<file path="src/hw/datapathPkg.sv">
package datapathPkg;

        localparam int dataWidth = 32;
        localparam int regCount = 16;
        localparam int regIndexWidth = 4;
        localparam int sourceCount = 24;
        localparam int sourceWidth = 5;
        localparam int opWidth = 5;
        localparam int shiftWidth = 5;

        // Immediate field in the low bits of IR
        localparam int constWidth = 19;

        // Bus driver indices, general registers first
        typedef enum logic [sourceWidth-1:0] {
                r0Src = 5'd0, r1Src, r2Src, r3Src,
                r4Src, r5Src, r6Src, r7Src,
                r8Src, r9Src, r10Src, r11Src,
                r12Src, r13Src, r14Src, r15Src,
                hiSrc, loSrc, zHighSrc, zLowSrc,
                pcSrc, mdrSrc, inPortSrc, constSrc,
                noneSrc = 5'd31
        } busSource;

        typedef enum logic [opWidth-1:0] {
                opAdd,
                opSub,
                opAnd,
                opOr,
                opShl,
                opShr,
                opNeg,
                opNot,
                opMul
        } aluOp;

endpackage

</file>
<file path="src/hw/memoryDataRegister.sv">
`timescale 1ns/1ns

module memoryDataRegister (
        input  logic                              Clock,
        input  logic                              arstN,
        input  logic                              mdrIn,
        input  logic                              read,
        input  logic [datapathPkg::dataWidth-1:0] memData,
        input  logic [datapathPkg::dataWidth-1:0] busData,
        output logic [datapathPkg::dataWidth-1:0] mdrData
);

        // Memory word when reading, bus otherwise
        always_ff @(posedge Clock or negedge arstN) begin
                if (!arstN) begin
                        mdrData <= '0;
                end else if (mdrIn) begin
                        if (read) begin
                                mdrData <= memData;
                        end else begin
                                mdrData <= busData;
                        end
                end
        end

endmodule

</file>
<file path="config.mk">
export PLATFORM = sky130hd
export DESIGN_NAME = memoryDataRegister
export DESIGN_NICKNAME = d
export VERILOG_FILES = /design/src/hw/datapathPkg.sv /design/src/hw/memoryDataRegister.sv
export SDC_FILE = /design/constraint.sdc
export NUM_CORES = 1
export LEC_CHECK = 0
export ABC_AREA = 1
export BUFFER_PORTS_ARGS = -buffer_cell sky130_fd_sc_hd__buf_2
export CORE_AREA = 3 3 66 68
export CTS_CLUSTER_SIZE = 14
export DETAILED_ROUTE_END_ITERATION = 8
export DIE_AREA = 0 0 69 71
export GPL_TIMING_DRIVEN = 0
export HOLD_SLACK_MARGIN = 0.1
export PLACE_DENSITY = 0.82
export SLEW_MARGIN = 20
export SYNTH_ARGS = -nofsm -noshare
export SYNTH_HDL_FRONTEND = slang
export SYNTH_SLANG_ARGS = --single-unit
export TNS_END_PERCENT = 1
</file>
<file path="constraint.sdc">
create_clock -name Clock -period 1.6 [get_ports Clock]
set_clock_uncertainty 0.1 [all_clocks]
set_input_delay 0.08 -clock Clock [delete_from_list [all_inputs] [get_ports Clock]]
set_output_delay 0.08 -clock Clock [all_outputs]
set_load 0.01 [all_outputs]
</file>
==> impl_metrics.json, run 1 <==
{
  "fin_area_um2": 3110,
  "drtAntennaViolNets": 0,
  "root_buffer": "clkbuf_8",
  "die_w_um": 69,
  "clk_latency_ns": 0.27,
  "yosysTopAreaCell": "dfrtp_1",
  "htreeDepth": 2,
  "clockBufferDepth": 2,
  "cts_tree": "built",
  "io_pins": 100,
  "initial_core_util": 0.462,
  "ys_ff_latch": 32,
  "routed_wl_mm": 6.36,
  "reg2reg_slack_ns": 0.86,
  "drv.max_cap_violation_count": 0,
  "io_buffers": 97,
  "avgRoutedWirePerCell_um": 12.9,
  "max-slew-margin-rel": 0.536,
  "antenna_found_initial": 0,
  "ir_worst_vdd_mv": 0.504,
  "fin_crit_sh": 0.939,
  "worstPathArrival_ns": 1.58,
  "dp_hpwl_mm": 3.37,
  "final.setup.tns_ns": 0,
  "placed_area_um2": 2360,
  "largest_reg_flops": 32,
  "rows": 23,
  "timing.fmax_mhz": 666,
  "path_clk_slew_ns": 0.07,
  "post-cts-setup-buffers": 0,
  "drt_iter0_drc": 167,
  "die-area_um2": 4900,
  "grt.overflow.total": 0,
  "grt_setup_unrepaired": "false",
  "crit_fanout": 6,
  "reg.largest.list": "mdrData (32)",
  "dpl.cell_count": 419,
  "hold_violations": 0,
  "nets": 510,
  "syn_to_final_growth_pct": 72.0,
  "gp_congestion": 0.773,
  "yosysSeqAreaShare": 0.443,
  "setup_viol_count_final": 0,
  "slew_violations": 0,
  "nFillCells": 261,
  "largest_register": "mdrData",
  "regArea_um2": 801,
  "crit_type": "input port to flip-flop",
  "final_util": 0.794,
  "synthTopCellsByArea": "dfrtp_1 (44%), nand2_1 (27%), inv_1 (13%)",
  "hold_path_class": "input port to async pin",
  "first_pass_iters": 4,
  "grt_pass1_wl_mm": 10.5,
  "ys_warn_count": 0,
  "synth_cells": 272,
  "final.min_clock_period_ns": 1.50,
  "synth.distinct_cells": 10,
  "grt_max_degree": 33,
  "max_slew.worst_pin.slew_ns": 0.696,
  "num_vias": 2280,
  "n_antenna_cell": 0,
  "drive_above_1_share": 0.273,
  "die_h_um": 71,
  "grt.total_usage": 0.269,
  "fin_cells": 493,
  "numCtsBuffers": 5,
  "drc": 0,
  "crit_path_start_kind": "input port",
  "synth_area_um2": 1810,
  "synth_top_cell_area_share": 0.443,
  "crit_required_ns": 1.67,
  "multi_input_area_um2": 641,
  "syn_area_per_cell_um2": 6.65,
  "vias_per_cell": 4.62,
  "p_leak_uw": 0.00193,
  "status": "finished, final reports clean",
  "grt_pass1_vias": 2393,
  "design.core.area_um2": 3910,
  "cts_sinks": 32,
  "timing.critical_path.to_type": "flip-flop",
  "synth_fp_nets": 340,
  "pwr_density_cell_nw_per_um2": 700
}
## final cells by class
cell class / count / area share
clock buffers: 6 / 0.0266
inverters: 66 / 0.0805
repair buffers: 163 / 0.369
flip-flops and latches: 32 / 0.258
plain buffers: 14 / 0.0374
clock inverters: 2 / 0.00322
multi-input cells: 160 / 0.206
well taps: 50 / 0.0201
## cell usage after synthesis
cell      instances
dfrtp_1          32
clkbuf_4          1
buf_2             3
inv_1            64
nand3_1          32
buf_6             5
nand2_1         128
inv_2             1
buf_4             5
inv_4             1
## where the power goes
group / internal [µW] / switching (µW) / leakage, µW / total, µW
registers: 895 / 46.3 / 0.000383 / 941
logic: 317 / 298 / 0.00149 / 614
clock network: 343 / 277 / 0.0000510 / 620
total: 1550 / 621 / 0.00193 / 2180
## layer usage
layer  vias up  global-route usage  wire length [µm]
li1       1112                   -                 -
met1      1030               0.275              2290
met2       111               0.515              3400
met3        27              0.0469               404
met4         0               0.148               272
met5         -                   0                 0
## path summary, 6_finish.rpt
kind / start / to / depth (start not counted)
worst max-delay path: read / mdrData[30] / 7
worst min-delay path: arstN / mdrData[9] / 2
worst max register to register: mdrData[2] / mdrData[2] / 2
worst min register to register: mdrData[6] / mdrData[6] / 2
max in group asynchronous: arstN / mdrData[10] / 2
min in group Clock: mdrData[6] / mdrData[6] / 2
## logic make-up after synthesis
logic type,synth area share
buf+inv,0.203
flops,0.443
simple gates,0.354
## timing repair
action / in CTS / in global routing
resized for setup: 0 / 0
hold endpoints to repair: 64 / 0
hold buffers: 66 / 0
## through the flow
stage / hold WS, ns / power [µW] / worst slack [ns]
detailed placement: 0.0687 / 1420 / 0.791
floorplan: -0.316 / 1200 / 0.872
global placement: 0.0618 / 1410 / 0.801
CTS: 0.309 / 2170 / 0.133
global route: 0.396 / 2300 / 0.0508
finish: 0.319 / 2180 / 0.0978
## cell usage in the layout (no fill, tap or decap), drive strengths merged
cell | netlist | routed
clkbuf | 1 | 7
clkinv | 0 | 2
inv | 66 | 66
nand3 | 32 | 32
nand2 | 128 | 128
dfrtp | 32 | 32
buf | 13 | 110
dlygate4sd3 | 0 | 66
## critical path: stages
cell	delay [ns]
dlygate4sd3_1	0.56
buf_6	0.14
inv_4	0.08
nand2_1	0.06
nand3_1	0.06
dlygate4sd3_1	0.55
nand2_1	0.05
Power figures use the tool's default switching activity.
==> run 2: changes to the inputs <==
--- a/config.mk
+++ b/config.mk
@@ -7,13 +7,13 @@
 export LEC_CHECK = 0
 export ABC_AREA = 1
 export BUFFER_PORTS_ARGS = -buffer_cell sky130_fd_sc_hd__buf_2
-export CORE_AREA = 3 3 66 68
+export CORE_AREA = 3 3 69 71
 export CTS_CLUSTER_SIZE = 14
 export DETAILED_ROUTE_END_ITERATION = 8
-export DIE_AREA = 0 0 69 71
+export DIE_AREA = 0 0 72 74
 export GPL_TIMING_DRIVEN = 0
 export HOLD_SLACK_MARGIN = 0.1
-export PLACE_DENSITY = 0.82
+export PLACE_DENSITY = 0.76
 export SLEW_MARGIN = 20
 export SYNTH_ARGS = -nofsm -noshare
 export SYNTH_HDL_FRONTEND = slang
==> constraint.sdc (replaced) <==
create_clock -name Clock -period 1.5 [get_ports Clock]
set_clock_uncertainty 0.1 [all_clocks]
set_input_delay 0.075 -clock Clock [delete_from_list [all_inputs] [get_ports Clock]]
set_output_delay 0.075 -clock Clock [all_outputs]
set_load 0.01 [all_outputs]
==> run 2 against run 1 <==
Effect of this change: first-iteration DRC count fell by 23%; flip-flop and latch count did not move; register-to-register slack worse by 0.09 ns; wire length decreased by 1.1%; hold slack worse by 0.11 ns; clock power increased by 28%; highest routed layer unchanged; largest power group unchanged; via count fell by 3.7%; final cell count rose by 0.41%; critical endpoint is now mdrData[31]; largest cell class unchanged.
==> impl_metrics.json, run 2 (synthesized netlist as in run 1, its figures left out) <==
{
  "status": "finished, final reports clean",
  "cts_tree": "built",
  "largest_register": "mdrData",
  "p_sw_uw": 666,
  "final_util": 0.730,
  "path_clk_slew_ns": 0.06,
  "r2r_start": "mdrData[6]",
  "reg2reg_to": "mdrData[6]",
  "numCtsBuffers": 5,
  "nets": 510,
  "clockBufferDepth": 2,
  "holdPathStages": 6,
  "timing.critical_path.to_type": "flip-flop",
  "first_pass_iters": 4,
  "drc": 0,
  "grt_max_degree": 33,
  "crit_start": "read",
  "pwr-share-seq": 0.410,
  "rows": 24,
  "crit_path_start_kind": "input port",
  "n_antenna_cell": 0,
  "ir_worst_vdd_mv": 0.528,
  "vias_per_cell": 4.43,
  "grt_pass1_vias": 2304,
  "largest_reg_flops": 32,
  "grt_setup_unrepaired": "false",
  "clock_power_share": 0.324,
  "final.min_clock_period_ns": 1.41,
  "grt.total_usage": 0.249,
  "cts_sinks": 32,
  "crit_fanout": 6,
  "antenna_found_initial": 0,
  "clk_latency_ns": 0.28,
  "htreeDepth": 2,
  "final_common_cell": "nand2_1",
  "timing.fmax_mhz": 708,
  "drt_iter0_drc": 129,
  "drv.max_cap_violation_count": 0,
  "pwr_density_cell_nw_per_um2": 782,
  "hold_violations": 0,
  "reg2reg_depth": 2,
  "syn_to_final_growth_pct": 73.4,
  "die_w_um": 72,
  "avgRoutedWirePerCell_um": 12.7,
  "reg2reg_slack_ns": 0.77,
  "routed_wl_mm": 6.29,
  "max_slew.worst_pin.slew_ns": 0.699,
  "max-slew-margin-rel": 0.534,
  "p_int_uw": 1790,
  "io_pins": 100,
  "final.setup.tns_ns": 0,
  "crit_type": "input port to flip-flop",
  "fin_crit_sh": 0.942,
  "swShare": 0.272,
  "final_cell_mix": "nand2_1 (128), buf_2 (100), dlygate4sd3_1 (65)",
  "design.core.area_um2": 4290,
  "fin_hold_ws_ns": 0.210,
  "die-area_um2": 5330,
  "gp_congestion": 0.739,
  "io_buffers": 97,
  "worstPathArrival_ns": 1.48,
  "slew_violations": 0,
  "p_leak_uw": 0.00194,
  "dp_hpwl_mm": 3.46,
  "drive_above_1_share": 0.271,
  "setup_viol_count_final": 0,
  "hold_path_class": "input port to flip-flop",
  "crit_required_ns": 1.57,
  "num_vias": 2195,
  "initial_core_util": 0.421,
  "drtAntennaViolNets": 0,
  "p_comb_frac": 0.266,
  "grt.overflow.total": 0,
  "crit_end": "mdrData[31]",
  "die_h_um": 74,
  "grt_pass1_wl_mm": 10.3,
  "reg.largest.list": "mdrData (32)",
  "root_buffer": "clkbuf_8"
}
## run 2: cell count changes in the layout (fill, tap and decap cells not counted), sizes merged
cell | previous run | this run
clkinv | 2 | 1
dlygate4sd3 | 66 | 65
dlymetal6s4s | 0 | 1
bufinv | 0 | 1
## run 2: per-layer routing
| metal | track usage | vias to the layer above | part of all wire |
|---|---|---|---|
| met1 | 0.260 | 967 | 0.37 |
| met2 | 0.479 | 94 | 0.53 |
| met4 | 0.117 | 0 | 0.038 |
| met5 | 0 | - | 0 |
| li1 | - | 1114 | - |
| met3 | 0.0514 | 20 | 0.057 |
## run 2: power groups by stage
stage	clock network (µW)	registers (µW)	logic [µW]
final	794	1000	652
after global routing	853	1010	727
after global placement	0	1010	490
after CTS	812	1000	637
after floorplan	0	1060	216
after detailed placement	0	1020	503
## run 2: cell type report
| type | count | area (µm²) |
|---|---|---|
| buffer | 14 | 116 |
| clock buffer | 6 | 72.6 |
| clock inverter | 2 | 35.0 |
| fill | 338 | 1160 |
| inverter | 66 | 255 |
| multi-input combinational | 160 | 641 |
| sequential | 32 | 801 |
| tap | 52 | 65.1 |
| timing repair buffer | 163 | 1150 |
## run 2: through the flow
stage / worst slack, ns / total power (µW) / area (µm²) / std cells
after CTS: 0.0173 / 2450 / 3140 / 496
after floorplan: 0.777 / 1280 / 1810 / 272
after global placement: 0.695 / 1500 / 2360 / 421
after global routing: 0.0344 / 2600 / 3130 / 495
after detailed placement: 0.685 / 1520 / 2360 / 421
final: 0.0876 / 2450 / 3130 / 495
## run 2: timing repair
item | CTS | global route
endpoints found under the hold margin | 64 | 0
buffers inserted | 0 | 0
setup endpoints to repair | 0 | 2
resized for setup | 0 | 3
hold buffers | 67 | 0
## run 2: critical path, stage by stage
cell           delay (ns)
dlygate4sd3_1        0.54
buf_6                0.14
nand2_1              0.05
dlygate4sd3_1        0.54
nand3_1              0.08
nand2_1              0.05
## run 2: worst min-delay path by stage
stage	from	end
after global routing	memData[30]	mdrData[30]
after floorplan	arstN	mdrData[0]
after global placement	arstN	mdrData[8]
after detailed placement	arstN	mdrData[8]
after CTS	arstN	mdrData[8]
final	memData[30]	mdrData[30]
==> run 3: changes to the inputs <==
--- a/config.mk
+++ b/config.mk
@@ -11,9 +11,8 @@
 export CTS_CLUSTER_SIZE = 14
 export DETAILED_ROUTE_END_ITERATION = 8
 export DIE_AREA = 0 0 72 74
-export GPL_TIMING_DRIVEN = 0
 export HOLD_SLACK_MARGIN = 0.1
-export PLACE_DENSITY = 0.76
+export PLACE_DENSITY = 0.79
 export SLEW_MARGIN = 20
 export SYNTH_ARGS = -nofsm -noshare
 export SYNTH_HDL_FRONTEND = slang
==> run 3 against run 2 <==
Effect of this change: combinational power is 2% lower; register-to-register slack worse by 0.02 ns; utilization is 2.5 points lower; clock power is 15% lower; first-iteration DRC count is 7.0% higher; global-route usage is 2.3 points lower; final area is 3.5% lower; fmax is 4.7% lower; count of clock-buffer cells in the layout is 2 higher; non-clock buffer count is 11 lower; die area stayed put; wire length is 9.0% lower; largest cell class unchanged.
==> impl_metrics.json, run 3 (synthesized netlist as in run 1, its figures left out) <==
{
  "reg2reg_to": "mdrData[22]",
  "timing.fmax_mhz": 674,
  "grt.total_usage": 0.226,
  "critical_path.max_stage_delay_ns": 0.57,
  "dp_hpwl_mm": 3.23,
  "reg2reg_depth": 2,
  "cts_sinks": 32,
  "drive_above_1_share": 0.257,
  "root_buffer": "clkbuf_8",
  "initial_core_util": 0.421,
  "r2r_start": "mdrData[22]",
  "die-area_um2": 5330,
  "grt_use_met2": 0.419,
  "pwr_density_cell_nw_per_um2": 767,
  "setup_viol_count_final": 0,
  "drtAntennaViolNets": 0,
  "drc": 0,
  "design.core.area_um2": 4290,
  "n_antenna_cell": 0,
  "status": "finished, final reports clean",
  "crit_family": "buffers and inverters",
  "clockBufferDepth": 2,
  "power.total_uw": 2320,
  "gp_congestion": 0.744,
  "die_h_um": 74,
  "crit_type": "input port to flip-flop",
  "path_clk_slew_ns": 0.07,
  "die_w_um": 72,
  "hold_violations": 0,
  "largest_reg_flops": 32,
  "max_slew.worst_pin.slew_ns": 0.705,
  "grt.overflow.total": 0,
  "avgRoutedWirePerCell_um": 11.8,
  "num_vias": 2147,
  "holdPathStages": 5,
  "crit_required_ns": 1.57,
  "io_pins": 100,
  "final_common_cell": "nand2_1",
  "io_buffers": 99,
  "htreeDepth": 2,
  "reg2reg_slack_ns": 0.75,
  "routed_wl_mm": 5.73,
  "drv.max_cap_violation_count": 0,
  "slew_violations": 0,
  "crit_fanout": 1,
  "numCtsBuffers": 5,
  "fin_crit_sh": 0.988,
  "grt_max_degree": 33,
  "holdPathEnd": "mdrData[24]",
  "antenna_found_initial": 0,
  "timing.critical_path.to_type": "flip-flop",
  "drt_iter0_drc": 138,
  "final.min_clock_period_ns": 1.48,
  "p_leak_uw": 0.00187,
  "path_buf_inv": 4,
  "nets": 499,
  "ir_worst_vdd_mv": 0.421,
  "hold_path_class": "input port to flip-flop",
  "clk_latency_ns": 0.27,
  "largest_register": "mdrData",
  "use_met1": 0.244,
  "cp_slowest_cell": "dlygate4sd3_1",
  "fin_hold_ws_ns": 0.0147,
  "crit_start": "memData[5]",
  "cts_tree": "built",
  "path_cells": "dlygate4sd3_1 > buf_2 > inv_1 > nand2_1 > nand3_1 > dlygate4sd3_1 > nand2_1",
  "rows": 24,
  "vias_per_cell": 4.44,
  "final_cell_mix": "nand2_1 (128), buf_2 (99), inv_1 (64)",
  "max-slew-margin-rel": 0.530,
  "first_pass_iters": 4,
  "gr-usage-met3": 0.0595,
  "final.setup.tns_ns": 0,
  "min_from": "busData[24]",
  "reg.largest.list": "mdrData (32)",
  "nFillCells": 368,
  "worstPathArrival_ns": 1.55,
  "grt_pass1_wl_mm": 9.38,
  "grt_setup_unrepaired": "true",
  "syn_to_final_growth_pct": 67.3,
  "final_util": 0.705,
  "grt_pass1_vias": 2147,
  "crit_path_start_kind": "input port",
  "grt.busiest_layer": "met2"
}
run 3: cell count changes in the layout (fill, tap and decap cells not counted), moves of 2 or more:
cell	delta
buf_4	-2
dlymetal6s4s_1	+5
buf_6	-5
dlygate4sd3_1	-7
run 3: report_power, final:
group	internal [µW]	switching (µW)	total [µW]
logic	334	305	639
clock network	374	298	671
registers	955	54.1	1010
total	1660	656	2320
run 3: worst min-delay path, cell delays in order:
cell and delay, ns:
buf_2 0.08, inv_1 0.03, nand2_1 0.05, nand3_1 0.06, nand2_1 0.06
run 3: through the flow:
| stage | setup slack, ns | std cells | cell area [µm²] |
|---|---|---|---|
| 2_1_floorplan | 0.777 | 272 | 1810 |
| 4_1_cts | 0.0839 | 485 | 3020 |
| 6_report | 0.0173 | 484 | 3030 |
| 3_3_place_gp | 0.425 | 412 | 2270 |
| 5_1_grt | 0.000962 | 484 | 3030 |
| 3_5_place_dp | 0.362 | 412 | 2270 |
run 3: routing by layer:
| layer | share of wire | wire (µm) | vias to the layer above |
|---|---|---|---|
| met5 | 0 | 0 | - |
| met4 | 0.025 | 142 | 0 |
| met3 | 0.056 | 321 | 18 |
| met2 | 0.53 | 3050 | 88 |
| met1 | 0.39 | 2210 | 952 |
| li1 | - | - | 1089 |
run 3: how the worst max path moves through the flow:
stage | cells past startpoint | end | slack [ns]
detailed placement | 5 | mdrData[15] | 0.36
finish | 7 | mdrData[5] | 0.02
global placement | 5 | mdrData[29] | 0.42
global route | 7 | mdrData[1] | 0.001
CTS | 7 | mdrData[19] | 0.08
floorplan | 6 | mdrData[0] | 0.78
run 3: layout make-up:
type,count,area [µm²],area share
Multi-Input combinational cell,160,646,0.213
Sequential cell,32,801,0.265
Timing Repair Buffer,166,1170,0.388
Inverter,66,250,0.0827
Tap cell,52,65.1,0.0215
Clock buffer,8,90.1,0.0298
run 3: what timing repair did:
item,in CTS,in global routing
buffers inserted,0,0
resized for setup,0,7
hold buffers,65,0
hold endpoints to repair,64,0
endpoints found under the setup margin,0,8
